**config.mk**
```make
export PLATFORM = sky130hd
export DESIGN_NAME = n64_ppu_top
export DESIGN_NICKNAME = d
export VERILOG_FILES = /design/src/ppu_cfg_pkg.sv /design/src/vid_types_pkg.sv /design/src/gamma_stage.sv /design/src/n64_ppu_top.sv /design/src/n64_vdemux.sv /design/src/n64_vinfo.sv /design/src/scanline_stage.sv
export SDC_FILE = /design/constraint.sdc
export NUM_CORES = 1
export LEC_CHECK = 0
export ABC_AREA = 1
export BUFFER_PORTS_ARGS = -buffer_cell sky130_fd_sc_hd__buf_2
export CAP_MARGIN = 10
export CORE_MARGIN = 2
export CORE_UTILIZATION = 30
export CTS_CLUSTER_SIZE = 14
export DETAILED_ROUTE_END_ITERATION = 10
export SETUP_SLACK_MARGIN = 0.15
export SYNTH_ARGS = -nofsm -noshare
export SYNTH_HDL_FRONTEND = slang
export SYNTH_SLANG_ARGS = --single-unit
```
**constraint.sdc**
```tcl
create_clock -name N64_CLK_i -period 6.6 [get_ports N64_CLK_i]
set_input_delay 1.32 -clock N64_CLK_i [delete_from_list [all_inputs] [get_ports N64_CLK_i]]
set_output_delay 1.32 -clock N64_CLK_i [all_outputs]
set_load 0.02 [all_outputs]
```
**src/ppu_cfg_pkg.sv**
```systemverilog
// Configuration and status types of the post-processor; imported where cfg or state is used
package ppu_cfg_pkg;

  // ==================================================
  // Configuration
  // ==================================================

  // Selectable transfer curve of the gamma stage
  typedef enum logic {
    GAMMA_LINEAR,
    GAMMA_SQUARE
  } gamma_e;

  // Static settings, held constant while video runs
  typedef struct packed {
    logic       color16_en;
    gamma_e     gamma;
    logic       sl_en;
    // Scanline dimming, 0 is none and 255 is nearly black
    logic [7:0] sl_strength;
  } ppu_cfg_t;

  // ==================================================
  // Status
  // ==================================================

  // Detected input video mode
  typedef struct packed {
    logic vdata_detected;
    logic pal;
    logic interlaced;
  } ppu_state_t;

endpackage

```
**src/vid_types_pkg.sv**
```systemverilog
// Shared video bus widths, pixel and sync structs and demux phases; imported by every RTL stage
package vid_types_pkg;

  // ==================================================
  // Bus widths
  // ==================================================

  // One colour as it arrives on the N64 bus
  localparam int COLOR_W_IN = 7;

  // One colour after expansion in the gamma stage
  localparam int COLOR_W_OUT = 8;

  // ==================================================
  // Sync and pixel types
  // ==================================================

  // Order matches VD_i[3:0] of the sync word
  typedef struct packed {
    logic vsync_n;
    logic clamp_n;
    logic hsync_n;
    logic csync_n;
  } n64_sync_t;

  typedef struct packed {
    logic [COLOR_W_IN-1:0] r;
    logic [COLOR_W_IN-1:0] g;
    logic [COLOR_W_IN-1:0] b;
    n64_sync_t             sync;
  } pix_in_t;

  typedef struct packed {
    logic [COLOR_W_OUT-1:0] r;
    logic [COLOR_W_OUT-1:0] g;
    logic [COLOR_W_OUT-1:0] b;
    n64_sync_t              sync;
  } pix_out_t;

  // Which word of the four-word sequence is on the bus
  typedef enum logic [1:0] {
    PH_SYNC,
    PH_R,
    PH_G,
    PH_B
  } demux_phase_e;

endpackage
```
**src/gamma_stage.sv**
```systemverilog
// Second pipeline stage: maps 7-bit colours to 8 bits through the selected gamma curve
`timescale 1ns/1ps

module gamma_stage
  import vid_types_pkg::*;
  import ppu_cfg_pkg::*;
(
  input  logic     N64_CLK_i,
  input  logic     rst_n_i,
  input  gamma_e   gamma_i,
  input  pix_in_t  pix_i,
  input  logic     pix_valid_i,
  output pix_out_t pix_o,
  output logic     pix_valid_o
);

  // One colour through the curve
  function automatic logic [COLOR_W_OUT-1:0] gamma_map(
    input logic [COLOR_W_IN-1:0] c,
    input gamma_e                g
  );
    logic [2*COLOR_W_IN-1:0] sq;
    logic [2*COLOR_W_IN-1:0] sh;
    sq = c * c;
    sh = sq >> 6;
    if (g == GAMMA_LINEAR) begin
      // Replicate the MSB so full scale stays full scale
      gamma_map = {c, c[COLOR_W_IN-1]};
    end else if (sh > (2**COLOR_W_OUT - 1)) begin
      gamma_map = '1;
    end else begin
      gamma_map = sh[COLOR_W_OUT-1:0];
    end
  endfunction

  always_ff @(posedge N64_CLK_i or negedge rst_n_i) begin
    if (!rst_n_i) begin
      pix_valid_o <= 1'b0;
    end else begin
      pix_valid_o <= pix_valid_i;
    end
  end

  always_ff @(posedge N64_CLK_i) begin
    if (pix_valid_i) begin
      pix_o.r    <= gamma_map(pix_i.r, gamma_i);
      pix_o.g    <= gamma_map(pix_i.g, gamma_i);
      pix_o.b    <= gamma_map(pix_i.b, gamma_i);
      pix_o.sync <= pix_i.sync;
    end
  end

endmodule

```
**src/n64_ppu_top.sv**
```systemverilog
// Top level of the N64 video input pipeline: demux, gamma, scanlines and mode detection
`timescale 1ns/1ps

module n64_ppu_top
  import vid_types_pkg::*;
  import ppu_cfg_pkg::*;
#(
  parameter int LINES_PAL_MIN = 300
) (
  input  logic                     N64_CLK_i,
  input  logic                     rst_n_i,
  input  logic                     nVDSYNC_i,
  input  logic [COLOR_W_IN-1:0]    VD_i,
  input  ppu_cfg_t                 cfg_i,
  output ppu_state_t               ppu_state_o,
  output logic [3*COLOR_W_OUT-1:0] VD_o,
  output logic                     HSYNC_o,
  output logic                     VSYNC_o,
  output logic                     DE_o,
  output logic                     pix_valid_o
);

  pix_in_t   demux_pix;
  logic      demux_pix_valid;
  n64_sync_t demux_sync;
  logic      demux_sync_valid;
  pix_out_t  gamma_pix;
  logic      gamma_pix_valid;

  // ==================================================
  // Input side
  // ==================================================

  n64_vdemux i_vdemux (
    .N64_CLK_i    (N64_CLK_i),
    .rst_n_i      (rst_n_i),
    .nVDSYNC_i    (nVDSYNC_i),
    .VD_i         (VD_i),
    .color16_en_i (cfg_i.color16_en),
    .pix_o        (demux_pix),
    .pix_valid_o  (demux_pix_valid),
    .sync_o       (demux_sync),
    .sync_valid_o (demux_sync_valid)
  );

  n64_vinfo #(
    .LINES_PAL_MIN (LINES_PAL_MIN)
  ) i_vinfo (
    .N64_CLK_i    (N64_CLK_i),
    .rst_n_i      (rst_n_i),
    .sync_i       (demux_sync),
    .sync_valid_i (demux_sync_valid),
    .state_o      (ppu_state_o)
  );

  // ==================================================
  // Post-processing
  // ==================================================

  gamma_stage i_gamma (
    .N64_CLK_i   (N64_CLK_i),
    .rst_n_i     (rst_n_i),
    .gamma_i     (cfg_i.gamma),
    .pix_i       (demux_pix),
    .pix_valid_i (demux_pix_valid),
    .pix_o       (gamma_pix),
    .pix_valid_o (gamma_pix_valid)
  );

  scanline_stage i_scanline (
    .N64_CLK_i     (N64_CLK_i),
    .rst_n_i       (rst_n_i),
    .sl_en_i       (cfg_i.sl_en),
    .sl_strength_i (cfg_i.sl_strength),
    .pix_i         (gamma_pix),
    .pix_valid_i   (gamma_pix_valid),
    .VD_o          (VD_o),
    .HSYNC_o       (HSYNC_o),
    .VSYNC_o       (VSYNC_o),
    .DE_o          (DE_o),
    .pix_valid_o   (pix_valid_o)
  );

endmodule

```
**src/n64_vdemux.sv**
```systemverilog
// First pipeline stage: splits the multiplexed N64 video bus into pixels with optional 16-bit colour
`timescale 1ns/1ps

module n64_vdemux
  import vid_types_pkg::*;
(
  input  logic                  N64_CLK_i,
  input  logic                  rst_n_i,
  input  logic                  nVDSYNC_i,
  input  logic [COLOR_W_IN-1:0] VD_i,
  input  logic                  color16_en_i,
  output pix_in_t               pix_o,
  output logic                  pix_valid_o,
  output n64_sync_t             sync_o,
  output logic                  sync_valid_o
);

  demux_phase_e          phase_q;
  n64_sync_t             sync_q;
  logic [COLOR_W_IN-1:0] r_q;
  logic [COLOR_W_IN-1:0] g_q;
  logic [COLOR_W_IN-1:0] col_mask;

  // 16-bit mode drops the two LSBs of each colour
  assign col_mask = color16_en_i ? {{(COLOR_W_IN-2){1'b1}}, 2'b00} : '1;

  // ==================================================
  // Phase tracking
  // ==================================================

  // nVDSYNC low always restarts the sequence; after reset we sit in
  // PH_SYNC until the first sync word shows up
  always_ff @(posedge N64_CLK_i or negedge rst_n_i) begin
    if (!rst_n_i) begin
      phase_q      <= PH_SYNC;
      pix_valid_o  <= 1'b0;
      sync_valid_o <= 1'b0;
    end else begin
      sync_valid_o <= ~nVDSYNC_i;
      pix_valid_o  <= nVDSYNC_i && (phase_q == PH_B);
      if (!nVDSYNC_i) begin
        phase_q <= PH_R;
      end else begin
        case (phase_q)
          PH_R:    phase_q <= PH_G;
          PH_G:    phase_q <= PH_B;
          default: phase_q <= PH_SYNC;
        endcase
      end
    end
  end

  // ==================================================
  // Word capture
  // ==================================================

  always_ff @(posedge N64_CLK_i) begin
    if (!nVDSYNC_i) begin
      sync_q <= VD_i[3:0];
    end else begin
      case (phase_q)
        PH_R: r_q <= VD_i;
        PH_G: g_q <= VD_i;
        PH_B: begin
          // B comes straight from the bus, pixel is complete
          pix_o.r    <= r_q & col_mask;
          pix_o.g    <= g_q & col_mask;
          pix_o.b    <= VD_i & col_mask;
          pix_o.sync <= sync_q;
        end
        default: ;
      endcase
    end
  end

  // Sync word is visible together with its strobe one cycle later
  assign sync_o = sync_q;

endmodule

```
**src/n64_vinfo.sv**
```systemverilog
// Video mode detector: counts lines per field from the sync stream and flags presence, PAL and 480i
`timescale 1ns/1ps

module n64_vinfo
  import vid_types_pkg::*;
  import ppu_cfg_pkg::*;
#(
  parameter int LINES_PAL_MIN = 300
) (
  input  logic       N64_CLK_i,
  input  logic       rst_n_i,
  input  n64_sync_t  sync_i,
  input  logic       sync_valid_i,
  output ppu_state_t state_o
);

  localparam int LINE_CNT_W = 10;
  localparam logic [LINE_CNT_W-1:0] PAL_MIN = LINE_CNT_W'(LINES_PAL_MIN);

  logic                  hs_prev_q;
  logic                  vs_prev_q;
  logic                  hs_fall;
  logic                  vs_fall;
  logic [LINE_CNT_W-1:0] line_cnt_q;
  logic [LINE_CNT_W-1:0] lines_prev_q;
  // Saturating count of vsync falling edges seen so far
  logic [1:0]            vs_cnt_q;
  ppu_state_t            state_q;

  assign hs_fall = hs_prev_q & ~sync_i.hsync_n;
  assign vs_fall = vs_prev_q & ~sync_i.vsync_n;

  // ==================================================
  // Line counting and mode flags
  // ==================================================

  always_ff @(posedge N64_CLK_i or negedge rst_n_i) begin
    if (!rst_n_i) begin
      hs_prev_q    <= 1'b1;
      vs_prev_q    <= 1'b1;
      line_cnt_q   <= '0;
      lines_prev_q <= '0;
      vs_cnt_q     <= '0;
      state_q      <= '0;
    end else if (sync_valid_i) begin
      hs_prev_q <= sync_i.hsync_n;
      vs_prev_q <= sync_i.vsync_n;
      if (vs_fall) begin
        // line_cnt_q now holds the length of the field that just ended
        lines_prev_q           <= line_cnt_q;
        state_q.pal            <= (line_cnt_q >= PAL_MIN);
        // Only compare once two complete fields have been counted
        state_q.interlaced     <= (vs_cnt_q == 2'd2) && (line_cnt_q != lines_prev_q);
        state_q.vdata_detected <= (vs_cnt_q != 2'd0);
        if (vs_cnt_q != 2'd2) begin
          vs_cnt_q <= vs_cnt_q + 2'd1;
        end
        // First line of the new field usually starts on this very word
        line_cnt_q <= hs_fall ? LINE_CNT_W'(1) : '0;
      end else if (hs_fall) begin
        line_cnt_q <= line_cnt_q + LINE_CNT_W'(1);
      end
    end
  end

  assign state_o = state_q;

endmodule

```
**src/scanline_stage.sv**
```systemverilog
// Final pipeline stage: dims odd lines when scanlines are on and drives the video outputs
`timescale 1ns/1ps

module scanline_stage
  import vid_types_pkg::*;
(
  input  logic                     N64_CLK_i,
  input  logic                     rst_n_i,
  input  logic                     sl_en_i,
  input  logic [7:0]               sl_strength_i,
  input  pix_out_t                 pix_i,
  input  logic                     pix_valid_i,
  output logic [3*COLOR_W_OUT-1:0] VD_o,
  output logic                     HSYNC_o,
  output logic                     VSYNC_o,
  output logic                     DE_o,
  output logic                     pix_valid_o
);

  logic hs_prev_q;
  logic vs_prev_q;
  logic line_odd_q;
  logic line_odd;
  logic dim_en;

  // c - c*s/256, never below zero
  function automatic logic [COLOR_W_OUT-1:0] dim(
    input logic [COLOR_W_OUT-1:0] c,
    input logic [7:0]             s
  );
    logic [COLOR_W_OUT+7:0] prod;
    prod = c * s;
    dim  = c - prod[COLOR_W_OUT+7:8];
  endfunction

  // ==================================================
  // Line parity
  // ==================================================

  // Parity of the line the current pixel belongs to; the edge pixel
  // already counts as part of the new line
  always_comb begin
    line_odd = line_odd_q;
    if (vs_prev_q && !pix_i.sync.vsync_n) begin
      line_odd = 1'b0;
    end else if (hs_prev_q && !pix_i.sync.hsync_n) begin
      line_odd = ~line_odd_q;
    end
  end

  assign dim_en = sl_en_i & line_odd;

  // ==================================================
  // Output registers
  // ==================================================

  always_ff @(posedge N64_CLK_i or negedge rst_n_i) begin
    if (!rst_n_i) begin
      hs_prev_q   <= 1'b1;
      vs_prev_q   <= 1'b1;
      line_odd_q  <= 1'b0;
      VD_o        <= '0;
      HSYNC_o     <= 1'b1;
      VSYNC_o     <= 1'b1;
      DE_o        <= 1'b0;
      pix_valid_o <= 1'b0;
    end else begin
      pix_valid_o <= pix_valid_i;
      if (pix_valid_i) begin
        hs_prev_q  <= pix_i.sync.hsync_n;
        vs_prev_q  <= pix_i.sync.vsync_n;
        line_odd_q <= line_odd;
        HSYNC_o    <= pix_i.sync.hsync_n;
        VSYNC_o    <= pix_i.sync.vsync_n;
        DE_o       <= pix_i.sync.hsync_n & pix_i.sync.vsync_n;
        if (dim_en) begin
          VD_o <= {dim(pix_i.r, sl_strength_i), dim(pix_i.g, sl_strength_i),
                   dim(pix_i.b, sl_strength_i)};
        end else begin
          VD_o <= {pix_i.r, pix_i.g, pix_i.b};
        end
      end
    end
  end

endmodule

```
# --- Word-level counts from Yosys, hierarchy flattened ---
# Index checks and enable logic that the tools add are counted.
op_classes:
  eq_ne: 6
  add_sub_neg: 5
  n_bitwise: 11
  reduce_logical: 14
  div: 0
  mux: 15
  magnitude_cmp: 4
  n_shift: 0
  mul: 6
op_table:
  columns: ["cell", "count"]
  rows:
  - ["$mul A8 B8 Y16", 3]
  - ["$mux W8", 6]
  - ["$mul A7 B7 Y14", 3]
  - ["$gt A8 B8 Y1 const B", 3]
  - ["$mux W24", 1]
  - ["$sub A8 B8 Y8", 3]
  - ["$and A7 B7 Y7", 3]
  - ["$mux W10", 2]
  - ["$add A10 B1 Y10 const B", 1]
  - ["$ge A10 B9 Y1 const B", 1]
  - ["$ne A10 B10 Y1", 1]
  - ["$reduce_and A2 Y1", 5]
  - ["$eq A2 B2 Y1 const B", 3]
  - ["$and A1 B1 Y1", 4]
  - ["$logic_and A1 B1 Y1", 4]
  - ["$mux W2", 2]
  - ["$not A1 Y1", 4]
  - ["$pmux W2 S2", 1]
  - ["$reduce_bool A2 Y1", 2]
  - ["$mux W1", 3]
  - ["$reduce_and A3 Y1", 1]
  - ["$add A2 B1 Y2 const B", 1]
  - ["$eq A2 B1 Y1 const B", 1]
  - ["$logic_not A1 Y1", 2]
  - ["$ne A2 B2 Y1 const B", 1]
word_totals:
  regBits: 126
  n_memories: 0
  output_inout_bits: 31
  rom_bits: 0
  latchBits: 0
  ram_bits: 0
  inputBits: 21

# --- Depth between registers and ports, before layout ---
logic_depth:
  word_depth: 6
  ltp_mapped: 32
  ltp_nobuf: 30

# --- Hierarchy ---
# From an unflattened synthesis, not the netlist that was laid out.
hier_totals:
  hier_cells: 2141
  area_unflattened_um2: 16366.9
by_module_without_submodules:
  columns: ["module", "instances", "seq_area_each_um2", "area_each_um2", "cells_per_inst"]
  rows:
  - ["scanline_stage", 1, 728.2, 8433.1, 1200]
  - ["gamma_stage", 1, 865.8, 4946.0, 680]
  - ["n64_vdemux", 1, 1391.3, 1521.5, 74]
  - ["n64_vinfo", 1, 678.2, 1466.4, 187]

# --- Worst setup path before layout ---
# Ideal clock, no wire load.
synth_timing:
  path_type: "input to register"
  from: "input cfg_i[7] in the netlist's numbering"
  to: "register i_scanline.VD_o[6]"
  required_time_ns: 6.476
  cell_stages: 26
  t_arrival_ns: 6.214
  path_buffers: 1
  path_slack_ns: 0.262
  setup_time_ns: 0.124
  cell_sequence: "clkbuf_1 -> nand2_1 -> fa_1 -> fa_1 -> inv_1 -> fa_1 -> inv_1 -> fa_1 -> inv_1 -> ha_1 -> a21oi_1 -> o21a_1 -> o21ai_2 -> a21oi_2 -> o21ai_1 -> xnor2_1 -> ha_1 -> nand2_1 -> nand2_1 -> a31oi_1 -> nor2_1 -> o21ai_0 -> a21o_1 -> nand3_1 -> o211ai_1 -> nand2_1"
synth_via:
  elab_chain_len: 3
synth_rtl:
  columns: ["element", "line", "source"]
  rows:
  - ["from (decl)", "n64_ppu_top.sv:14", "input ppu_cfg_t cfg_i,"]
  - ["$mul A8 B8 Y16", "scanline_stage.sv:32", "prod = c * s;"]
  - ["$sub A8 B8 Y8", "scanline_stage.sv:33", "dim = c - prod[COLOR_W_OUT+7:8];"]
  - ["$mux W24", "scanline_stage.sv:76", "if (dim_en) begin"]
  - ["to (signal assigned)", "scanline_stage.sv:77", "VD_o <= {dim(pix_i.r, sl_strength_i), dim(pix_i.g, sl_strength_i),"]
  - ["to (signal assigned)", "scanline_stage.sv:80", "VD_o <= {pix_i.r, pix_i.g, pix_i.b};"]
  - ["to (decl)", "scanline_stage.sv:13", "output logic [3*COLOR_W_OUT-1:0] VD_o,"]
# No other way between the ends.
# A chain may end at the register's enable or synchronous reset.

# --- Worst setup path after layout ---
layout_timing:
  from: "input cfg_i[7] in the netlist's numbering"
  to: "register i_scanline.VD_o[5]"
# Same word-level chain as after synthesis.

==> results.json <==
{
  "vdd_ir_drop_max_mv": 0.158,
  "fmax_ghz": 0.164,
  "hp-start": "i_vdemux.r_q[4]",
  "post_cts_buffers": 0,
  "grt_use_total": 0.142,
  "grt_pass1_wl_um": 62300,
  "initial_utilization": 0.304,
  "cts_tree": "yes",
  "cp-start-kind": "primary input",
  "fp.coreArea_um2": 51500,
  "place_congestion": 0.888,
  "fin_skew_ns": 0.0132,
  "ys_top_cells_by_area": "fa_1 19%, ha_1 16%, edfxtp_1 12%",
  "ys_ff_latch": 126,
  "timing.rr.start": "i_gamma.pix_o[6]",
  "fin_crit_sh": 0.922,
  "drive_above_1_share": 0.0770,
  "firstDrtPassIters": 5,
  "grt_max_degree": 62,
  "worst_pin_slew_ns": 1.16,
  "slew_headroom": 0.229,
  "synth_nets": 2373,
  "ios": 52,
  "rsz0062_at_grt": "false",
  "finalHoldViolations": 0,
  "h-tree-depth": 4,
  "first_global_vias": 12697,
  "syn_inst": 2004,
  "whs_ns": 0.415,
  "cp_max_fo": 5,
  "die_h_um": 233,
  "synth_common_cells": "500 x nand2_1, 486 x inv_1, 198 x ha_1",
  "ys_warn_count": 0,
  "synth_top_area_cell": "fa_1",
  "final-setup-viol-count": 0,
  "worst_path_max_delay_cell": "fa_1",
  "post_drt_via_cell_ratio": 4.52,
  "crit_start": "cfg_i[7]",
  "ys_types": 50,
  "worst_slack_ns": 0.516,
  "die_w_um": 233,
  "nNetsFinal": 2396,
  "clkSlewWorstSetupHoldPaths_ns": 0.07,
  "hpwlAfterDp_um": 29300,
  "synth.most_common_cell": "nand2_1",
  "route.detailed.drc": 0,
  "crit_top_cell": "nand2_1",
  "ys_seq_area_frac": 0.222,
  "p_per_area_nw_per_um2": 295,
  "die_area_um2": 54100,
  "final-instance-count-excl-fill": 2721,
  "r2r_slack_ns": 0.99,
  "critPathArrivalTime_ns": 6.39,
  "cts_root_buffer": "clkbuf_16",
  "slew_viol_final": 0,
  "syn_to_final_growth_pct": 10.4,
  "clk_latency_ns": 0.43,
  "p_leak_uw": 0.00991,
  "synth-edff-count": 65,
  "maxCapViolations": 0,
  "critPathKind": "primary input to flip-flop",
  "final_antenna_net_count": 0,
  "route.vias.total": 12307,
  "wl_per_cell_um": 13.3,
  "port_buffers": 51,
  "place_ws_ns": 0.0984,
  "outcome": "finished clean",
  "initialDrtViolationCount": 707,
  "cpPeakStageDelay_ns": 0.55,
  "cp.required_ns": 6.90,
  "placedCellCount": 2688,
  "synth_ff_type": "edfxtp_1",
  "synthArstFlopShare": 0.484,
  "holdCritPathClass": "flip-flop to flip-flop",
  "antenna_found_initial": 1,
  "routed_wl_um": 36100,
  "cts_hold_buf": 0,
  "setup_tns_ns": 0,
  "grt_overflow": 0,
  "num_rows": 83,
  "period_needed_ns": 6.08,
  "ctsLongestPathBuffers": 2,
  "cts.sinks": 126,
  "cts_made_buffers": 17,
  "synth_top_cell_area_share": 0.191,
  "synth_area_um2": 15700,
  "syn_avg_cell_area_um2": 7.83,
  "end_kind": "flip-flop"
}
## timing repair
action	in CTS	in global routing
setup endpoints to repair	0	5
resized for setup	0	3
endpoints found under the hold margin	0	0
## per-layer routing
layer / part of all wire / up-vias / track usage
li1: - / 6163 / -
met1: 0.48 / 5885 / 0.191
met2: 0.47 / 220 / 0.240
met3: 0.037 / 37 / 0.0195
met4: 0.013 / 2 / 0.0318
met5: 0.00025 / - / 0
## final timing paths
| check | end | cells past startpoint |
|---|---|---|
| max in group asynchronous | i_scanline.VD_o[18] | 1 |
| worst max register to register | i_scanline.VD_o[5] | 26 |
| worst max-delay path | i_scanline.VD_o[5] | 27 |
| min in group asynchronous | i_vinfo.line_cnt_q[9] | 1 |
| worst min-delay path | i_vdemux.pix_o[22] | 0 |
| worst min register to register | i_vdemux.pix_o[22] | 0 |
## report_power, final
group	switching (µW)	internal, µW	leakage (µW)
Clock	402	572	0.000294
Sequential	127	970	0.00136
Combinational	1840	1200	0.00825
## critical path: cells and delay by family
kind            cells  cell delay (ns)
fa+ha+maj           6             2.81
xor+xnor            1             0.12
simple gates        7             0.60
compound gates      8             1.07
buf+inv             5             0.44
## flip-flops by register name, summed over array words and instances, names as in the netlist, 2 cells and up
name,count
i_vinfo.vs_cnt_q,2
i_vdemux.sync_o,2
i_scanline.VD_o,24
i_vdemux.pix_o,23
i_vinfo.line_cnt_q,10
i_vdemux.phase_q,2
i_gamma.pix_o,26
i_vdemux.r_q,7
i_vinfo.state_o,3
i_vdemux.g_q,7
i_vinfo.lines_prev_q,10
## layout make-up
| class | count | area [µm²] |
|---|---|---|
| multi-input combinational | 1316 | 10100 |
| inverter | 488 | 1830 |
| tap | 680 | 851 |
| antenna | 1 | 2.50 |
| fill | 5334 | 34200 |
| clock buffer | 18 | 429 |
| timing repair buffer | 78 | 475 |
| clock inverter | 14 | 171 |
| sequential | 126 | 3480 |
## through the flow
| stage | total power, µW | util | instance area (µm²) |
|---|---|---|---|
| after global routing | 5650 | 0.336 | 17300 |
| after CTS | 5130 | 0.336 | 17300 |
| after floorplan | 3380 | - | 15700 |
| after detailed placement | 4120 | 0.324 | 16700 |
| after global placement | 4090 | 0.324 | 16700 |
| final | 5110 | 0.336 | 17300 |
## kinds of logic (layout without fill, tap and decap cells)
logic type | after synthesis | count (layout) | synth area share
compound gates | 212 | 212 | 0.0772
xor+xnor | 52 | 52 | 0.0290
fa+ha+maj | 348 | 348 | 0.349
buf+inv | 562 | 598 | 0.137
flops | 126 | 126 | 0.222
mux | 2 | 2 | 0.00144
other cells | 0 | 1 | 0
simple gates | 702 | 702 | 0.184
## placed cells by master (no fill, tap or decap), types with 3 or more instances in the layout
master and instances:
ha_1 198, dfstp_2 4, a21o_1 4, o21ai_1 10, nand2_2 4, dfrtp_1 57, o2111ai_1 3, buf_4 27
clkbuf_16 17, fa_1 150, o211ai_1 6, nor2_2 3, inv_6 5, a21oi_1 93, buf_2 49, edfxtp_1 65
o21ai_2 4, nand3b_1 8, a31oi_1 5, or2_2 16, o21a_1 5, nor3_1 13, nand3_1 58, inv_1 486
xnor2_1 27, o21ai_0 65, nand4_1 13, nand2_1 500, xor2_1 25, inv_8 4, nor2_1 78
No activity file was read; power rests on OpenSTA's default activity.
